File: src/cache_macros.svh
`ifndef CACHE_MACROS_SVH
`define CACHE_MACROS_SVH

// Geometry for 32-byte lines in eight sets
`define OFFSET_BITS 5
`define INDEX_BITS  3
`define TAG_BITS    (32 - `OFFSET_BITS - `INDEX_BITS)

// One line in bits
`define LINE_BITS   (8 * (1 << `OFFSET_BITS))

`define NUM_SETS    (1 << `INDEX_BITS)

// Words held in one line
`define LINE_WORDS  (`LINE_BITS / 32)

`endif

File: src/word_lane_unit.sv
`include "cache_macros.svh"

module word_lane_unit (
    input  logic [`LINE_BITS-1:0]   line_in,
    input  logic [31:0]             word_in,
    input  logic [3:0]              byte_en,
    input  logic [`OFFSET_BITS-1:0] offset,
    output logic [`LINE_BITS-1:0]   line_out,
    output logic [31:0]             word_out
);

    logic [`OFFSET_BITS-3:0] word_sel;
    logic [31:0]             word_base;

    // Accesses are word aligned so the low offset bits are ignored
    assign word_sel  = offset[`OFFSET_BITS-1:2];
    assign word_base = 32'(word_sel) * 32;

    // Extract path
    assign word_out = line_in[word_base +: 32];

    // Insert path leaves the line as is when no byte is enabled
    always_comb begin
        line_out = line_in;
        for (int b = 0; b < 4; b++) begin
            if (byte_en[b]) begin
                line_out[word_base + 32'(b) * 8 +: 8] = word_in[b*8 +: 8];
            end
        end
    end

endmodule

File: config.mk
export PLATFORM = sky130hd
export DESIGN_NAME = word_lane_unit
export DESIGN_NICKNAME = d
export VERILOG_FILES = /design/src/word_lane_unit.sv
export VERILOG_INCLUDE_DIRS = /design/src
export SDC_FILE = /design/constraint.sdc
export NUM_CORES = 1
export LEC_CHECK = 0
export BUFFER_PORTS_ARGS = -buffer_cell sky130_fd_sc_hd__buf_2
export CAP_MARGIN = 20
export CORE_AREA = 2 2 227 229
export DETAILED_ROUTE_END_ITERATION = 8
export DIE_AREA = 0 0 229 231
export SLEW_MARGIN = 5
export SYNTH_ARGS = -nofsm -noshare
export SYNTH_HDL_FRONTEND = slang
export SYNTH_SLANG_ARGS = --single-unit
File: constraint.sdc
create_clock -name vclk -period 2.2
set_input_delay 0.11 -clock vclk [all_inputs]
set_output_delay 0.11 -clock vclk [all_outputs]
set_load 0.02 [all_outputs]
======== Word level (Yosys, flattened, before mapping) ========
Index checks and enable logic that the tools add are counted.
word-level totals
  flip-flop bits (word level) ............. 0
  bits in latches ......................... 0
  memory bits (writable) .................. 0
  memory bits (read-only) ................. 0
  input bits .............................. 297
  word-level logic and storage cells ...... 24
  memories kept ........................... 0
operators by class
  add/sub/neg operators ................... 7
  multiply operators ...................... 0
  div/mod/pow operators ................... 0
  order comparisons ....................... 0
  equal/unequal tests ..................... 0
  shifts and indexed selects .............. 9
  mux-type cells .......................... 8
  bitwise gates (word level) .............. 0
  reduce and logical (&&, ||, !) cells .... 0
operators with widths
  kind                      count
  $bwmux 256                4
  $mux 256                  4
  $shift 8x34->256 const A  4
  $shiftx 8x34->256         4
  $shiftx 256x9->32         1
  $neg 9->34                3
  $neg 8->34                1
  $add 8x5->9 const B       2
  $add 8x4->9 const B       1

======== Depth between registers and ports, before layout ========
  depth in word-level cells ............... 10
  depth in mapped cells ................... 10

======== Worst setup path after synthesis ========
OpenSTA, ideal clock, no wires.
  path kind ............................... input to output
  start point ............................. in offset[3]
  end point ............................... out line_out[68]
  arrival ................................. 2273 ps
  data required time ...................... 2090 ps
  path slack .............................. -183 ps
  stages .................................. 10
  path buffers ............................ 3
  path through ............................ buf_2 inv_1 clkbuf_1 ha_1 ha_1 nor2_1 and2_0 buf_2 nand2_1 o21ai_0
between the ends
  longest elaborated chain between the ends .. 10
  elaborated cells on any way between the ends .. 23
ends and longest elaborated chain
  item                                                line                  text
  from (decl)                                         word_lane_unit.sv:7   input logic [`OFFSET_BITS-1:0] offset,
  branches (longest 9 deep; another with $neg 9->34)  n/a
  $mux 256 (*)                                        word_lane_unit.sv:26  if (byte_en[b]) begin
  to (decl)                                           word_lane_unit.sv:8   output logic [`LINE_BITS-1:0] line_out,
Every way passes the cells marked *.

======== Worst setup path after layout ========
  start point ............................. in offset[2]
  end point ............................... out line_out[199]
The elaborated chain is that of the path after synthesis.

==> metrics.md <==
| Metric | Value |
|---|---|
| Final Worst Setup Slack | 132.3 ps |
| Overall power | 2.560 mW |
| Starting Density | 11.90% |
| DRT Wirelength | 43.72 mm |
| Vias post-DR | slightly below 9k |
| Share of cells above drive strength 1 | 65.80% |
| Area delta synth->final | 72.31% |
| Die area | between 0.05 and 0.06 mm² |
| Clock period minus worst slack | slightly above 2000 ps |
| Crit path launch type | input port |
| Max Cap Viol | 0 |
| Chip width | 229 µm |
| Core Box Area | 0.05068 mm² |
| Placer congestion estimate | 0.9240 |
| Cell taking the most area after synthesis | mux2_2 |
| Crit path buf inv count | 4 |
| Syn Nets | about 1.1k |
| Post-DR vias/cell | 4.345 |
| Post-synthesis sequential area ratio | 0% |
| First-pass GRT wire length | roughly 60 mm |
| Antenna viol nets, final | 0 |
| Most used cell along the critical path | ha_1 |
| Pre-CTS setup slack | 88.23 ps |
| Distinct cell type count after synthesis | 32 |
| Min-delay worst type | in -> out |
| Worst Setup SP | offset[2] |
| Slew @ Worst Pin | 1008 ps |
| Max incr delay on CP | about 470 ps |
| Mapped Area | about 0.006 mm² |
| # DRC | 0 |
| Final setup violation count | 0 |
| GRT Total Usage | around 15% |
| Top cell family by delay on the critical path | adder cells |
| VDD IR-drop max | 95.08 µV |
| CLK BUF | 0 |
| Crit-path cells | buf_6 -> inv_2 -> ha_1 -> ha_1 -> and4b_1 -> buf_4 -> nand3_1 -> o21ai_0 -> buf_2 |
| Fin. Hold Viols | 0 |
| CP endpoint kind | primary output |
| FMAX | 483.6 MHz |
| RSZ-0062 raised after global routing | false |
| PwrDens | 246.2 mW/mm² |
| Vias in the first global route | between 8k and 9k |
| Fin. max-slew vios | 0 |
| Die Y | 231 µm |
| Worst Hold Launch | line_in[126] |
| Post-synth top area share | 29.30% |
| FFs & Latches | 0 |
| DR WL/cell | 21.22 µm |
| DR pass1 iterations | 5 |
| Worst EP arrival | 1960 ps |
| Hold Path Sink | line_out[126] |
| Status | finished clean |
| Row Count | 83 |
| CP required | 2090 ps |
| Syn Inst Count | 791 |
| GRT overflow | 0 |
| Antenna violations before repair | 2 |
| Fillers | a little under 6k |
| Post-synthesis average cell area | 7.627 µm² |
| Port Buffers | 583 |
| CTS hold repair buffers | 0 |
| Slowest stage cell, crit path | and4b_1 |
| NumNets Final | 1683 |
| Worst setup path category | in -> out |
| Crit Path Max Fanout | 8 |
| Reg area | 0 µm² |
| Largest cells by area after synthesis | mux2_2, mux4_2, nand2_1, o21ai_0, and3_1 |
| Initial DRC Count | approximately 520 |
| Leak | about 5.2 nW |
| Largest net degree at the start of global routing | 54 |
| Top Ports | just under 600 |
| Final Cycle Share | 93.99% |
| WHS Path Cells | 4 |
| Post-DP HPWL | 35.86 mm |
| Ys Warns | 0 |
| Worst slew slack as a fraction of its limit | about a third |
per-stage QoR:
| stage | area, µm² | utilization, % | hold slack (ps) | instances | TNS [ps] |
|---|---|---|---|---|---|
| after floorplan | 6065 | - | 360.1 | 791 | -1460 |
| after global placement | 10370 | 20.46 | 554.2 | 2056 | 0 |
| after detailed placement | 10370 | 20.46 | 556.4 | 2056 | 0 |
| after CTS | 10370 | 20.46 | 560.3 | 2056 | 0 |
| after global routing | 10390 | 20.50 | 578.9 | 2058 | 0 |
| final | 10400 | 20.51 | 557.7 | 2060 | 0 |
synthesized netlist by cell type, drive strengths merged, types with 2 or more instances:
cell    number
nor2b        2
o21ai       98
nand2      224
nand4        3
and2        25
xnor2        2
clkbuf      39
buf         23
inv         32
and3        49
nor2        23
nand3       28
nand3b       4
nor3b        2
mux2       157
mux4        64
and4b        3
ha           7
routing by layer:
layer	share of wire, %	up-vias	track usage, %
met1	40	4236	19.29
met4	3.5	0	4.870
met2	48	585	26.83
li1	-	4049	-
met3	8.3	80	1.976
met5	0	-	0
placed cells by master (no fill, tap or decap), types with 24 or more instances in the layout:
master,netlist,final
and3_1,49,49
buf_12,0,24
nand3_1,28,28
nand2_1,224,224
buf_4,1,42
inv_1,31,29
buf_2,13,581
mux4_2,64,64
o21ai_0,97,66
and2_1,24,24
o21ai_1,1,25
mux2_2,157,157
power breakdown:
group	switching [mW]	leakage, nW	internal (mW)
combinational	1.51	5.16	1.05
clock	0	0.0000190	0.000000183
sequential	0	0	0
layout make-up:
class / instances / area, µm² / area share (%)
Tap cell: 680 / 850.8 / 8.184
Timing Repair Buffer: 648 / 3715 / 35.73
Inverter: 32 / 120.1 / 1.155
Antenna cell: 3 / 7.507 / 0.07221
Multi-Input combinational cell: 697 / 5703 / 54.86
timing repair:
item	4_1_cts	5_1_grt
endpoints found under the setup margin	0	3
resized for setup	0	2
buffers inserted	0	1
worst max path at each step:
stage | to | slack, ps | depth (start not counted)
after floorplan | line_out[160] | -100 | 9
after global placement | line_out[158] | 110 | 8
after detailed placement | line_out[175] | 90 | 8
after CTS | line_out[175] | 80 | 8
after global routing | line_out[199] | 6 | 9
final | line_out[199] | 130 | 9
worst min-delay path: stages:
cell,delay [ps]
buf_2,90
nand2_1,40
o21ai_0,50
buf_2,160
kinds of logic after synthesis:
group | Yosys count | synth area share, %
fa+ha+maj | 7 | 1.452
buf+inv | 94 | 6.180
compound gates | 98 | 8.129
xor+xnor | 2 | 0.9124
simple gates | 368 | 29.97
mux | 222 | 53.36
Note: power is estimated with default switching activity, not from simulation.
