**src/cache_macros.svh**
```systemverilog
`ifndef CACHE_MACROS_SVH
`define CACHE_MACROS_SVH

// Geometry for 32-byte lines in eight sets
`define OFFSET_BITS 5
`define INDEX_BITS  3
`define TAG_BITS    (32 - `OFFSET_BITS - `INDEX_BITS)

// One line in bits
`define LINE_BITS   (8 * (1 << `OFFSET_BITS))

`define NUM_SETS    (1 << `INDEX_BITS)

// Words held in one line
`define LINE_WORDS  (`LINE_BITS / 32)

`endif

```
**src/cache_pkg.sv**
```systemverilog
`include "cache_macros.svh"

package cache_pkg;

    // Address split as the cache core sees it
    typedef struct packed {
        logic [`TAG_BITS-1:0]    tag;
        logic [`INDEX_BITS-1:0]  index;
        logic [`OFFSET_BITS-1:0] offset;
    } addr_fields_t;

    // Same 32-bit word seen flat or split
    typedef union packed {
        logic [31:0]  flat;
        addr_fields_t fields;
    } cache_addr_u;

    // Processor side request
    typedef struct packed {
        logic        read;
        logic        write;
        cache_addr_u address;
        logic [3:0]  byte_en;
        logic [31:0] wdata;
    } cpu_req_t;

    // Line transfer toward memory
    typedef struct packed {
        logic                  read;
        logic                  write;
        logic [31:0]           address;   // Line aligned
        logic [`LINE_BITS-1:0] wdata;
    } line_req_t;

    typedef struct packed {
        logic                  resp;      // One cycle pulse
        logic [`LINE_BITS-1:0] rdata;
    } line_rsp_t;

endpackage

```
**src/mem_arbiter.sv**
```systemverilog
module mem_arbiter (
    input  logic                 clk,
    input  logic                 rst_n,
    input  cache_pkg::line_req_t icache_req,
    input  cache_pkg::line_req_t dcache_req,
    input  cache_pkg::line_rsp_t pmem_rsp,
    output cache_pkg::line_rsp_t icache_rsp,
    output cache_pkg::line_rsp_t dcache_rsp,
    output cache_pkg::line_req_t pmem_req
);

    logic i_pend;
    logic d_pend;
    logic pick_d;
    logic busy;
    logic grant_d;   // Current grant or the last one while idle

    assign i_pend = icache_req.read || icache_req.write;
    assign d_pend = dcache_req.read || dcache_req.write;

    // Round robin on a tie with dcache first after reset
    always_comb begin
        if (i_pend && d_pend) begin
            pick_d = ~grant_d;
        end else begin
            pick_d = d_pend;
        end
    end

    always_ff @(posedge clk or negedge rst_n) begin
        if (!rst_n) begin
            busy     <= 1'b0;
            grant_d  <= 1'b0;
            pmem_req <= '0;
        end else if (busy) begin
            // Hold the request until memory answers
            if (pmem_rsp.resp) begin
                busy           <= 1'b0;
                pmem_req.read  <= 1'b0;
                pmem_req.write <= 1'b0;
            end
        end else if (i_pend || d_pend) begin
            busy     <= 1'b1;
            grant_d  <= pick_d;
            pmem_req <= pick_d ? dcache_req : icache_req;
        end
    end

    // Only the granted core sees resp
    always_comb begin
        icache_rsp.rdata = pmem_rsp.rdata;
        icache_rsp.resp  = pmem_rsp.resp && busy && !grant_d;
        dcache_rsp.rdata = pmem_rsp.rdata;
        dcache_rsp.resp  = pmem_rsp.resp && busy && grant_d;
    end

endmodule

```
**config.mk**
```make
export PLATFORM = sky130hd
export DESIGN_NAME = mem_arbiter
export DESIGN_NICKNAME = d
export VERILOG_FILES = /design/src/cache_pkg.sv /design/src/mem_arbiter.sv
export VERILOG_INCLUDE_DIRS = /design/src
export SDC_FILE = /design/constraint.sdc
export NUM_CORES = 1
export LEC_CHECK = 0
export ABC_CLOCK_PERIOD_IN_PS = 2800
export BUFFER_PORTS_ARGS = -buffer_cell sky130_fd_sc_hd__buf_2
export CORE_AREA = 10 10 625 627
export DETAILED_ROUTE_END_ITERATION = 10
export DIE_AREA = 0 0 635 637
export SYNTH_ARGS = -nofsm -noshare
export SYNTH_HDL_FRONTEND = slang
export SYNTH_SLANG_ARGS = --single-unit
```
**constraint.sdc**
```tcl
create_clock -name clk -period 2.8 [get_ports clk]
set_clock_uncertainty 0.05 [all_clocks]
set_input_delay 0.56 -clock clk [delete_from_list [all_inputs] [get_ports clk]]
set_output_delay 0.56 -clock clk [all_outputs]
set_load 0.01 [all_outputs]
```
# [Word level (Yosys, flattened, before mapping)]
# Cells that the tools add are included.
[word_totals] ff_bits=292 latchBits=0 ram_bits=0 romBits=0 input_bits=839 output_inout_bits=804 n_memories=0
[op_classes] n_addsub=0 mul=0 n_div=0 n_lt_le_gt_ge=0 eq_ne=1 shift=0 mux=8 n_bitwise=2 n_reduce_logical=11
[op_table] op="290-bit 2-to-1 mux" count=2
[op_table] op="1-bit logical AND" count=4
[op_table] op="1-bit 2-to-1 mux" count=4
[op_table] op="2-bit 2-to-1 mux" count=2
[op_table] op="2-bit AND reduction" count=2
[op_table] op="1-bit logical OR" count=3
[op_table] op="2-bit != test, second input constant" count=1
[op_table] op="1-bit inverter" count=2
[op_table] op="2-bit nonzero test" count=1
[op_table] op="1-bit logical NOT" count=1

# [Logic depth before layout (Yosys ltp)]
[logic_depth] depth_word=6 depth_mapped=7 ltp_nobuf=3

# [Worst setup path before layout]
# Ideal clock, no wire load.
[synth_timing] path_kind="input-to-reg" from="in dcache_req[288] in the netlist's numbering" to="reg pmem_req[100] in the netlist's numbering" t_arrival_ps=1645 path_slack_ps=974 path_stages=6 path_cell_list="or2_2 -> buf_2 -> clkbuf_1 -> buf_2 -> a311oi_1 -> a2bb2oi_1"
[synth_between] elab_chain_len=4 word_cells_on_any_way=6 cone_classes="mux: 2; reduce/logical: 4"
[synth_lines] item="start: declaration" line_no="mem_arbiter.sv:5" rtl="input cache_pkg::line_req_t dcache_req,"
[synth_lines] item="1-bit logical OR *" line_no="mem_arbiter.sv:19" rtl="assign d_pend = dcache_req.read || dcache_req.write;"
[synth_lines] item="1-bit logical AND" line_no="mem_arbiter.sv:23" rtl="if (i_pend && d_pend) begin"
[synth_lines] item="1-bit 2-to-1 mux" line_no="mem_arbiter.sv:23"
[synth_lines] item="290-bit 2-to-1 mux" line_no="mem_arbiter.sv:45" rtl="pmem_req <= pick_d ? dcache_req : icache_req;"
[synth_lines] item="end signal: assignment" line_no="mem_arbiter.sv:45"
[synth_lines] item="end: declaration" line_no="mem_arbiter.sv:9" rtl="output cache_pkg::line_req_t pmem_req"
# Every way passes the cells marked *; elsewhere a longest branch is shown, timed or not.
# A chain may end at the register's enable or synchronous reset.

==> key figures <==
Clock tree
  • CTS tree: done
  • CTS H-tree lvls: 2
  • Clock buffer depth: 3
  • Reg clk slew, reported paths: 0.07 ns
  • Number of CTS-inserted buffers: 39
  • Clk sink count: 292
  • CTS root buffer: clkbuf_16
  • Setup bufs post-CTS: 0
  • Worst-Skew Late Latency: 0.65 ns

Placed design
  • Placed cells: 7150
  • IO Port Bufs: 874
  • RePlAce Congestion: 0.8865
  • Post-DP HPWL: 271500 um
  • Dpl ws: 0.04214 ns

STA
  • Min setup slack post-route: 0.1607 ns
  • Final setup vio count: 0
  • Final Cycle Share: 94.26%
  • Setup TNS Final: 0 ns
  • Rel. slew slack: 36.68%
  • Fin. Hold Viols: 0
  • Pins Over Slew Limit: 0
  • F_max: 378.9 MHz
  • WHS: 0.1085 ns
  • Unrepaired setup endpoints after global routing: false
  • Fin crit period: 2.639 ns
  • Worst Max-Slew Pin Slew: 0.9434 ns

Global route
  • First-pass GRT wire length: 343700 um
  • Initial antenna violation count: 146
  • Vias in the first global route: 18720
  • Grt total ovfl: 0
  • Largest net degree at the start of global routing: 135
  • GRT Util Overall: 13.97%

Power and ir drop
  • Part of the power in the clock network: 28.3%
  • NetSw: 8.816 mW
  • VDD IR max: 389.8 uV
  • Net Sw Frac: 45.72%
  • Power share of the combinational group: 41.2%
  • Leakage dissipation: 9.488 nW
  • Pwr Density: 713.8 nW/um2
  • Internal power: 10.47 mW
  • Reg power frac: 30.5%

Worst setup path
  • Crit Path Category: flip-flop to output pin
  • Reg2Reg Setup Slack: 0.52 ns
  • Crit path from: busy
  • Startpoint class of the critical path: flip-flop
  • Arrival time worst endpoint: 2.03 ns
  • R2r endpoint: pmem_req[82]
  • Worst reg-to-reg path cell count: 5
  • R2R Path Start: grant_d
  • Crit. End Element: output pin
  • Crit Path Max Fanout: 66
  • Critical Path RT: 2.19 ns

Synth
  • Synth cell types: 24
  • Syn Inst Count: 1916
  • Share of Yosys cell area claimed by the top area cell type: 39.02%
  • Mean Syn Cell Area: 9.774 um2
  • Area leader, netlist: dfrtp_1
  • Synth area leaders: dfrtp_1 39%, buf_4 21%, a2bb2oi_1 13%
  • Post-Syn Area: 18730 um2
  • Synth Register Bits: 292
  • Synth Warn #: 0
  • Post-synthesis sequential area ratio: 39.02%
  • Mapped Nets: 2755

Layout
  • Nets: 3015
  • Register area: 7311 um2
  • Most common cell after layout, fill and taps aside: buf_2
  • Area used by multi-input combinational logic: 6681 um2
  • Leading cell types in the layout, fill and taps excluded: 873 x buf_2, 291 x dfrtp_1, 288 x a311oi_1, 288 x a2bb2oi_1, 286 x o21ai_0
  • Util after Layout: 7.152%
  • Fraction of layout cells with a size suffix above 1: 46.59%
  • FILL cells: 44520
  • Fin cells: 7273
  • Synth-to-layout area growth: 44.28%

Floorplanning
  • Chip height: 637 um
  • Core area: 377800 um2
  • Num ports: 1643
  • Num rows: 226
  • Die area: 404500 um2
  • Die Wd: 635 um
  • Starting Density: 4.957%

Detailed routing
  • Initial drt markers: 2115
  • Wire length per cell: 41.10 um
  • Vias after detailed routing: 19360
  • DRT Pass-1 Iters: 7
  • DR vias/cell: 2.662
  • Remaining antenna violation count: 0
  • DRC viols: 0
  • DRT Wirelength: 298900 um

Flow run
  • Max cap viols: 0

Min path
  • Worst Hold Endpoint: pmem_req[57]
  • Hold Crit Start: icache_req[57]
  • Worst Hold Depth: 3
  • Worst Hold Class: input port to flip-flop

Outcome
  • Outcome: finished, final reports clean
power by group through the flow:
stage	logic, mW	registers [mW]	clock network [mW]
2_1_floorplan	2.91	6.20	0
3_5_place_dp	8.41	5.90	0
4_1_cts	8.43	5.87	5.68
6_report	7.95	5.88	5.45
3_3_place_gp	8.41	5.91	0
5_1_grt	8.64	5.99	5.76
cell type report:
| class | count | area share (%) |
|---|---|---|
| Tap cell | 5016 | 23.23 |
| Timing Repair Buffer | 955 | 19.74 |
| Clock buffer | 46 | 3.899 |
| Antenna cell | 55 | 0.5094 |
| Clock inverter | 21 | 0.8382 |
| Multi-Input combinational cell | 888 | 24.73 |
| Sequential cell | 292 | 27.06 |
cell usage after synthesis:
| cell type | count |
|---|---|
| buf_4 | 512 |
| dfrtp_1 | 292 |
| a2bb2oi_1 | 288 |
| a311oi_1 | 288 |
| o21ai_0 | 287 |
| clkbuf_1 | 141 |
| buf_2 | 73 |
| buf_1 | 8 |
| nand2_1 | 3 |
| a21oi_1 | 2 |
| clkbuf_2 | 2 |
| nand2b_1 | 2 |
| nor2_1 | 2 |
| nor2_2 | 2 |
| o211ai_1 | 2 |
| o21ai_1 | 2 |
| o31ai_1 | 2 |
| or2_2 | 2 |
| and3_1 | 1 |
| and3b_1 | 1 |
| mux2i_1 | 1 |
| nor4_2 | 1 |
| o21a_1 | 1 |
| o2bb2ai_1 | 1 |
sequential cells by signal (all words and copies together), names as in the netlist:
register,cells
pmem_req,290
busy,1
grant_d,1
kinds of logic (layout without fill, tap and decap cells):
group / count (synthesis) / after routing / synth area share (%)
muxes: 1 / 1 / 0.05345
other: 0 / 55 / 0
and+or+nand+nor: 14 / 14 / 0.4476
buffers and inverters: 736 / 1022 / 25.52
AOI/OAI and AO/OA: 873 / 873 / 34.96
DFF: 292 / 292 / 39.02
worst max-delay path: stages, from the launching register on:
cell and delay [ns]:
dfrtp_4 0.45, buf_12 0.34, nand2_1 0.20, nor2_1 0.13
buf_2 0.27
layer usage:
layer	routed length (um)	part of all wire [%]	GRT usage, %
met1	73920	25	10.35
met2	140800	47	23.50
met3	68080	23	14.58
met4	15140	5.1	5.439
met5	975	0.33	0.4792
worst max-delay path by stage:
stage / cells past startpoint / slack (ns) / end
CTS: 4 / 0.10 / icache_rsp[256]
finish: 4 / 0.16 / icache_rsp[256]
floorplan: 6 / 0.97 / pmem_req[100]
global placement: 5 / 0.10 / pmem_req[148]
detailed placement: 5 / 0.04 / pmem_req[71]
global route: 4 / 0.03 / icache_rsp[256]
repair_timing:
action	CTS	global route
resized for setup	0	0
hold buffers	1	0
endpoints found under the hold margin	20	0
per-stage QoR:
step / cell area (um2) / total power [mW]
CTS: 26880 / 19.97
detailed placement: 25590 / 14.31
finish: 27020 / 19.28
global route: 26990 / 20.39
floorplan: 18730 / 9.109
global placement: 25590 / 14.32
No activity file was read; power rests on OpenSTA's default activity.
