### src/cache_macros.svh
`ifndef CACHE_MACROS_SVH
`define CACHE_MACROS_SVH

// Geometry for 32-byte lines in eight sets
`define OFFSET_BITS 5
`define INDEX_BITS  3
`define TAG_BITS    (32 - `OFFSET_BITS - `INDEX_BITS)

// One line in bits
`define LINE_BITS   (8 * (1 << `OFFSET_BITS))

`define NUM_SETS    (1 << `INDEX_BITS)

// Words held in one line
`define LINE_WORDS  (`LINE_BITS / 32)

`endif

### src/cache_pkg.sv
`include "cache_macros.svh"

package cache_pkg;

    // Address split as the cache core sees it
    typedef struct packed {
        logic [`TAG_BITS-1:0]    tag;
        logic [`INDEX_BITS-1:0]  index;
        logic [`OFFSET_BITS-1:0] offset;
    } addr_fields_t;

    // Same 32-bit word seen flat or split
    typedef union packed {
        logic [31:0]  flat;
        addr_fields_t fields;
    } cache_addr_u;

    // Processor side request
    typedef struct packed {
        logic        read;
        logic        write;
        cache_addr_u address;
        logic [3:0]  byte_en;
        logic [31:0] wdata;
    } cpu_req_t;

    // Line transfer toward memory
    typedef struct packed {
        logic                  read;
        logic                  write;
        logic [31:0]           address;   // Line aligned
        logic [`LINE_BITS-1:0] wdata;
    } line_req_t;

    typedef struct packed {
        logic                  resp;      // One cycle pulse
        logic [`LINE_BITS-1:0] rdata;
    } line_rsp_t;

endpackage

### src/cache_core.sv
`include "cache_macros.svh"

module cache_core (
    input  logic                  clk,
    input  logic                  rst_n,
    input  cache_pkg::cpu_req_t   req,
    input  logic [`LINE_BITS-1:0] fill_line,
    input  cache_pkg::line_rsp_t  mem_rsp,
    output logic [`LINE_BITS-1:0] line_rdata,
    output logic                  resp,
    output cache_pkg::line_req_t  mem_req
);

    typedef enum logic [2:0] {
        IDLE,
        LOOKUP,
        WRITEBACK,
        REFILL,
        RESPOND
    } state_t;

    state_t state;
    state_t state_next;

    logic [`TAG_BITS-1:0]   tag_arr  [`NUM_SETS];
    logic [`LINE_BITS-1:0]  data_arr [`NUM_SETS];
    logic [`NUM_SETS-1:0]   valid;
    logic [`NUM_SETS-1:0]   dirty;

    logic [`INDEX_BITS-1:0] idx;
    logic [`TAG_BITS-1:0]   tag;
    logic                   hit;
    logic                   wr_hit;
    logic                   refill_done;
    logic                   line_we;
    logic [`LINE_BITS-1:0]  line_wdata;
    cache_pkg::cache_addr_u victim_addr;
    cache_pkg::cache_addr_u fill_addr;

    // Request fields stay stable until resp
    assign idx = req.address.fields.index;
    assign tag = req.address.fields.tag;
    assign hit = valid[idx] && (tag_arr[idx] == tag);

    assign wr_hit      = (state == LOOKUP) && hit && req.write;
    assign refill_done = (state == REFILL) && mem_rsp.resp;

    // Store merges into hit data or into the refilled line
    assign line_we    = wr_hit || refill_done;
    assign line_wdata = req.write ? fill_line : mem_rsp.rdata;

    // Refill data goes straight to the lane unit
    assign line_rdata = (state == REFILL) ? mem_rsp.rdata : data_arr[idx];

    assign resp = (state == RESPOND);

    always_comb begin
        victim_addr.fields.tag    = tag_arr[idx];
        victim_addr.fields.index  = idx;
        victim_addr.fields.offset = '0;

        fill_addr.fields.tag      = tag;
        fill_addr.fields.index    = idx;
        fill_addr.fields.offset   = '0;
    end

    always_comb begin
        mem_req.read    = (state == REFILL);
        mem_req.write   = (state == WRITEBACK);
        mem_req.address = (state == WRITEBACK) ? victim_addr.flat : fill_addr.flat;
        mem_req.wdata   = data_arr[idx];   // Victim line
    end

    always_comb begin
        state_next = state;
        case (state)
            IDLE: begin
                if (req.read || req.write) begin
                    state_next = LOOKUP;
                end
            end
            LOOKUP: begin
                if (hit) begin
                    state_next = RESPOND;
                end else if (valid[idx] && dirty[idx]) begin
                    state_next = WRITEBACK;
                end else begin
                    state_next = REFILL;
                end
            end
            WRITEBACK: begin
                if (mem_rsp.resp) begin
                    state_next = REFILL;
                end
            end
            REFILL: begin
                if (mem_rsp.resp) begin
                    state_next = RESPOND;
                end
            end
            RESPOND: state_next = IDLE;
            default: state_next = IDLE;
        endcase
    end

    always_ff @(posedge clk or negedge rst_n) begin
        if (!rst_n) begin
            state <= IDLE;
            valid <= '0;
            dirty <= '0;
        end else begin
            state <= state_next;
            if (wr_hit) begin
                dirty[idx] <= 1'b1;
            end else if (refill_done) begin
                valid[idx] <= 1'b1;
                dirty[idx] <= req.write;   // Store miss leaves the line dirty
            end
        end
    end

    always_ff @(posedge clk) begin
        if (line_we) begin
            data_arr[idx] <= line_wdata;
        end
        if (refill_done) begin
            tag_arr[idx] <= tag;
        end
    end

endmodule

### config.mk
export PLATFORM = sky130hd
export DESIGN_NAME = cache_core
export DESIGN_NICKNAME = d
export VERILOG_FILES = /design/src/cache_pkg.sv /design/src/cache_core.sv
export VERILOG_INCLUDE_DIRS = /design/src
export SDC_FILE = /design/constraint.sdc
export NUM_CORES = 2
export LEC_CHECK = 0
export BUFFER_PORTS_ARGS = -buffer_cell sky130_fd_sc_hd__buf_4
export CAP_MARGIN = 20
export CORE_MARGIN = 2
export CORE_UTILIZATION = 45
export CTS_CLUSTER_DIAMETER = 30
export DETAILED_ROUTE_END_ITERATION = 8
export PLACE_DENSITY = 0.67
export SLEW_MARGIN = 0
export SYNTH_ARGS = -nofsm -noshare
export SYNTH_HDL_FRONTEND = slang
export SYNTH_SLANG_ARGS = --single-unit
### constraint.sdc
create_clock -name clk -period 15.5 [get_ports clk]
set_input_delay 1.55 -clock clk [delete_from_list [all_inputs] [get_ports clk]]
set_output_delay 1.55 -clock clk [all_outputs]
set_load 0.02 [all_outputs]
## After elaboration in Yosys (flattened, before gate mapping)

Memory sizes are Yosys's and may differ from the RTL's.
Index checks and enable logic that the tools add are counted.

- Register bits after elaboration: 19
- RAM bits: 2240
- Output and inout bits: 547
- Word-level logic and storage cells: 52
- Memories kept: 2

Memory list:

| name | depth | width | read ports | clocked after Yosys merged registers in | write ports | RTL line | RTL |
|---|---|---|---|---|---|---|---|
| data_arr | 8 | 256 | 1 | 0 | 1 | cache_core.sv:26 | `` logic [`LINE_BITS-1:0] data_arr [`NUM_SETS]; `` |
| tag_arr | 8 | 24 | 1 | 0 | 1 | cache_core.sv:25 | `` logic [`TAG_BITS-1:0] tag_arr [`NUM_SETS]; `` |

- $lt $le $gt $ge: 2
- Equal/unequal tests: 8
- Multiplexer cells: 22
- Bitwise operators: 3
- Reductions and logical operators: 12

Operators by type and width:

| kind | number |
|---|---|
| $mux W256 | 2 |
| $mux W32 | 1 |
| $eq A24 B24 Y1 | 1 |
| $mux W8 | 2 |
| $or A8 B8 Y8 | 2 |
| $mux W3 | 4 |
| $pmux W3 S4 | 1 |
| $bwmux W8 | 1 |
| $mux W1 | 8 |
| $bmux W1 S3 | 2 |
| $eq A3 B2 Y1 const B | 2 |
| $logic_and A1 B1 Y1 | 6 |
| $ne A2 B2 Y1 const B | 3 |
| $lt A3 B4 Y1 const B | 1 |
| $demux W1 S3 | 1 |
| $eq A3 B1 Y1 const B | 1 |
| $eq A3 B3 Y1 const B | 1 |
| $ge A3 B1 Y1 const B | 1 |
| $logic_not A3 Y1 | 1 |
| $reduce_and A3 Y1 | 1 |
| $logic_or A1 B1 Y1 | 2 |
| $reduce_and A2 Y1 | 1 |
| $reduce_bool A2 Y1 | 1 |
| $not A1 Y1 | 1 |

## Longest topological paths before layout

- Depth after elaboration: 8
- Mapped depth: 12
- Depth with buffers taken out: 7

## Least setup slack after synthesis

OpenSTA, ideal clock, no wires.

- Path type: in2reg
- Start point: input port req[42] (netlist name)
- End point: memory data_arr[1][0] (netlist name), enable pin
- Data arrival time: 15.601 ns
- Data required time: 14.540 ns
- Setup slack: -1.062 ns
- Stages: 9
- Path buffers: 2
- Cell sequence: buf_6 -> buf_6 -> mux4_2 -> mux2i_1 -> xor2_1 -> nand3b_1 -> nor4_2 -> nand4_2 -> a21oi_1

- Word-level cells in the longest chain between the ends: 8
- Elaborated cells between the ends (all ways): 10
- Classes of those cells: eq/ne (1); mux (4); reduce/logical (4); memory (1)

Ends and longest elaborated chain:

| item | RTL line | RTL |
|---|---|---|
| start: declaration | cache_core.sv:6 | `input cache_pkg::cpu_req_t req,` |
| $mem_v2 Z8 W24 or $bmux W1 S3 (tied branches) | - |  |
| $eq A24 B24 Y1 or $mux W1 (tied branches) | cache_core.sv:43 | `assign hit = valid[idx] && (tag_arr[idx] == tag);` |
| $logic_and A1 B1 Y1 | cache_core.sv:43 |  |
| $logic_and A1 B1 Y1 (2 in a row) | cache_core.sv:45 | `assign wr_hit = (state == LOOKUP) && hit && req.write;` |
| $logic_or A1 B1 Y1 | cache_core.sv:49 | `assign line_we = wr_hit \|\| refill_done;` |
| $mux W1 | cache_core.sv:123 | `if (line_we) begin` |
| $mux W1 (implied by the code) | cache_core.sv:124 | `data_arr[idx] <= line_wdata;` |
| end: declaration | cache_core.sv:26 |  |

Several ways; a longest one is shown, not always the timed one. The select of a mux whose other input is x is not followed.

## Worst setup path in the final report

- Start point: input port req[42] (netlist name)
- End point: output port line_rdata[123]

- Word-level cells in the longest chain between the ends: 2

Ends and longest elaborated chain:

| item | RTL line | RTL |
|---|---|---|
| $mem_v2 Z8 W256 | - |  |
| $mux W256 | cache_core.sv:53 | `assign line_rdata = (state == REFILL) ? mem_rsp.rdata : data_arr[idx];` |
| end: declaration | cache_core.sv:9 | `` output logic [`LINE_BITS-1:0] line_rdata, `` |

No other way between the ends.

==> impl_metrics.env <==
export IMPL_outcome="complete, no violations"
export IMPL_cts_resized=0
export IMPL_ys_seq_area_share_pct=77.92
export IMPL_dpl_hpwl_um=147200
export IMPL_avgSynthCellArea_um2=16.54
export IMPL_postSynthCellCount=5255
export IMPL_setup_viol=0
export IMPL_tns_ps=0
export IMPL_p_leak_nw=38.42
export IMPL_clock_latency_ps=960
export IMPL_syn_area_mm2=0.08693
export IMPL_critPathKind="in2out"
export IMPL_period_share_pct=54.51
export IMPL_routabilityCongestion=0.9679
export IMPL_synthArstFlopShare_pct=0.8411
export IMPL_post_synth_top_count_cell="edfxtp_1"
export IMPL_path_max_fanout=58
export IMPL_drcViolationCount=0
export IMPL_ant_nets=0
export IMPL_synth_top_area_cell="edfxtp_1"
export IMPL_tritoncts="built"
export IMPL_track_usage_pct=25.44
export IMPL_stdcell_area_mm2=0.1112
export IMPL_worst_pin_slew_ps=1248
export IMPL_dieArea_mm2=0.1967
export IMPL_wirelength_um=258100
export IMPL_core_area_mm2=0.1922
export IMPL_vias_per_cell=5.830
export IMPL_area_growth_pct=27.93
export IMPL_drv_slew=0
export IMPL_ios=1132
export IMPL_h_tree_depth=5
export IMPL_cts_setup_buffers=0
export IMPL_grt_pass1_vias=54521
export IMPL_grt_max_degree=132
export IMPL_synthFlopType="edfxtp_1"
export IMPL_cts_root_buf="clkbuf_16"
export IMPL_synth_common_cells="edfxtp_1, a22oi_1, nor2_1"
export IMPL_cts_hold_buffers=0
export IMPL_clkTransAtPathRegs_ps=50
export IMPL_yosysWarnings=0
export IMPL_cp_data_arrival_time_ps=6900
export IMPL_powerDensity_mw_per_mm2=166.8
export IMPL_start_util_pct=45.24
export IMPL_numCtsBuffers=401
export IMPL_fin_skew_ps=71.84
export IMPL_clock_sinks=2259
export IMPL_drive_gt1_share_pct=31.25
export IMPL_die_width_um=443.5
export IMPL_yosys_top_cells_area="edfxtp_1, a22oi_1, nor2_1, mux2_2, nand4_1"
export IMPL_cp_end_kind="output pin"
export IMPL_final_nets=7061
export IMPL_drt_iter0_markers=5108
export IMPL_synth_distinct_cells=53
export IMPL_wl_per_cell_um=27.69
export IMPL_nFillCells=14506
export IMPL_overflow=0
export IMPL_rsz0062_at_grt="no"
export IMPL_cp_data_required_time_ps=13950
export IMPL_rows=161
export IMPL_hp_class="reg2reg"
export IMPL_grt_antenna_before_repair=28
export IMPL_num_vias=54334
export IMPL_hold_violations=0
export IMPL_relSlewSlack_pct=16.79
export IMPL_grt_pass1_wl_um=368200
export IMPL_worstSetupStartpointType="input pin"
export IMPL_ys_ff_latch=2259
export IMPL_dp_cells=8599
export IMPL_irDropWorstVdd_v=0.0001060
export IMPL_cap_violations=0
export IMPL_yosys_area_top_type_share_pct=77.38
export IMPL_final_cells=9320
export IMPL_max_freq_mhz=118.4
export IMPL_dr_pass1_iters=6
export IMPL_min_period_ps=8449
export IMPL_dpl_cell_area_mm2=0.09780
export IMPL_synth_edf_count=2240
export IMPL_port_buffers=1085
export IMPL_cts_buffer_depth=4
export IMPL_die_y_um=443.5
## final timing paths
kind / cells past startpoint / startpoint / endpoint / slack (ps)
setup / recovery: 11 / req[42] / line_rdata[123] / 7050
hold / removal: 1 / valid[2] / valid[2] / 470
setup reg to reg: 10 / tag_arr[4][13] / data_arr[0][116] / 9320
hold reg to reg: 1 / valid[2] / valid[2] / 470
max in group asynchronous: 1 / rst_n / dirty[5] / 14730
min in group asynchronous: 1 / rst_n / state[2] / 490
## critical path, stage by stage
cell,delay [ps]
buf_4,600
nor2b_2,920
and2_4,580
buf_4,560
buf_4,810
buf_4,640
a22oi_1,190
nand4_1,230
nor2_1,60
nor2_1,330
buf_4,220
## power breakdown
part           internal, mW  total [mW]  leakage (nW)  switching, mW
clock                  5.71        8.60          6.45           2.89
combinational         0.991        2.93          11.6           1.94
sequential             6.97        7.01          20.4         0.0423
## kinds of logic after synthesis
logic type,synth area share [%]
flip-flops,77.92
XOR/XNOR,0.1411
buffers and inverters,1.701
AND/OR/NAND/NOR,5.888
other,0.004314
AO/OA/AOI/OAI,9.627
multiplexers,4.715
## per-layer routing
metal,up-vias,GRT usage [%],share of wire [%]
li1,23711,-,-
met1,27527,33.23,39
met4,12,10.07,3.8
met3,476,5.300,7.9
met5,-,0,0.031
met2,2608,41.75,49
## area by class of cell
cell class / instances / area (um2) / area share [%]
Sequential cell: 2259 / 67740 / 60.91
Multi-Input combinational cell: 2640 / 17880 / 16.07
Clock buffer: 453 / 10380 / 9.332
Timing Repair Buffer: 1169 / 8996 / 8.089
Tap cell: 2526 / 3161 / 2.842
Clock inverter: 262 / 3023 / 2.718
Inverter: 5 / 26.28 / 0.02363
Antenna cell: 6 / 15.01 / 0.01350
## registers in the layout (all words and copies together), names as in the netlist
| name | cells |
|---|---|
| dirty | 8 |
| tag_arr | 192 |
| state | 3 |
| valid | 8 |
| data_arr | 2048 |
## stage by stage
| step | utilization (%) | power [mW] | worst slack (ps) | hold slack, ps |
|---|---|---|---|---|
| global placement | 50.89 | 10.03 | 7034 | 444.7 |
| CTS | 57.86 | 18.66 | 7044 | 426.8 |
| global route | 57.87 | 19.12 | 6837 | 455.6 |
| floorplan | - | 8.744 | -1062 | 433.7 |
| finish | 57.87 | 18.55 | 7051 | 465.7 |
| detailed placement | 50.89 | 10.05 | 6971 | 450.7 |
## cells in the final DEF (no fill, tap or decap), types with 4 or more instances in the layout
cell type      n
clkbuf_16    408
clkinv_4      36
nand4_1      255
a21oi_4        8
conb_1         5
diode_2        6
clkinv_1      52
a21oi_1        8
mux4_2        22
buf_12        17
mux2i_1       63
mux2_2       262
nand3_1        7
xor2_1         6
bufinv_16     55
clkbuf_1      45
nand2_1       49
nand3b_1       4
clkinvlp_4    38
a21oi_2        8
a22o_1        18
o21ai_0       33
or2_2          8
or3_1         10
clkinv_2      46
inv_6         29
buf_4       1151
nor2_2         9
o31ai_1        9
a22oi_1     1024
nor2_1       776
xnor2_1        8
nor3_1         4
nor3_2         4
edfxtp_1    2240
dfrtp_1       19
No activity file was read; power rests on OpenSTA's default activity.
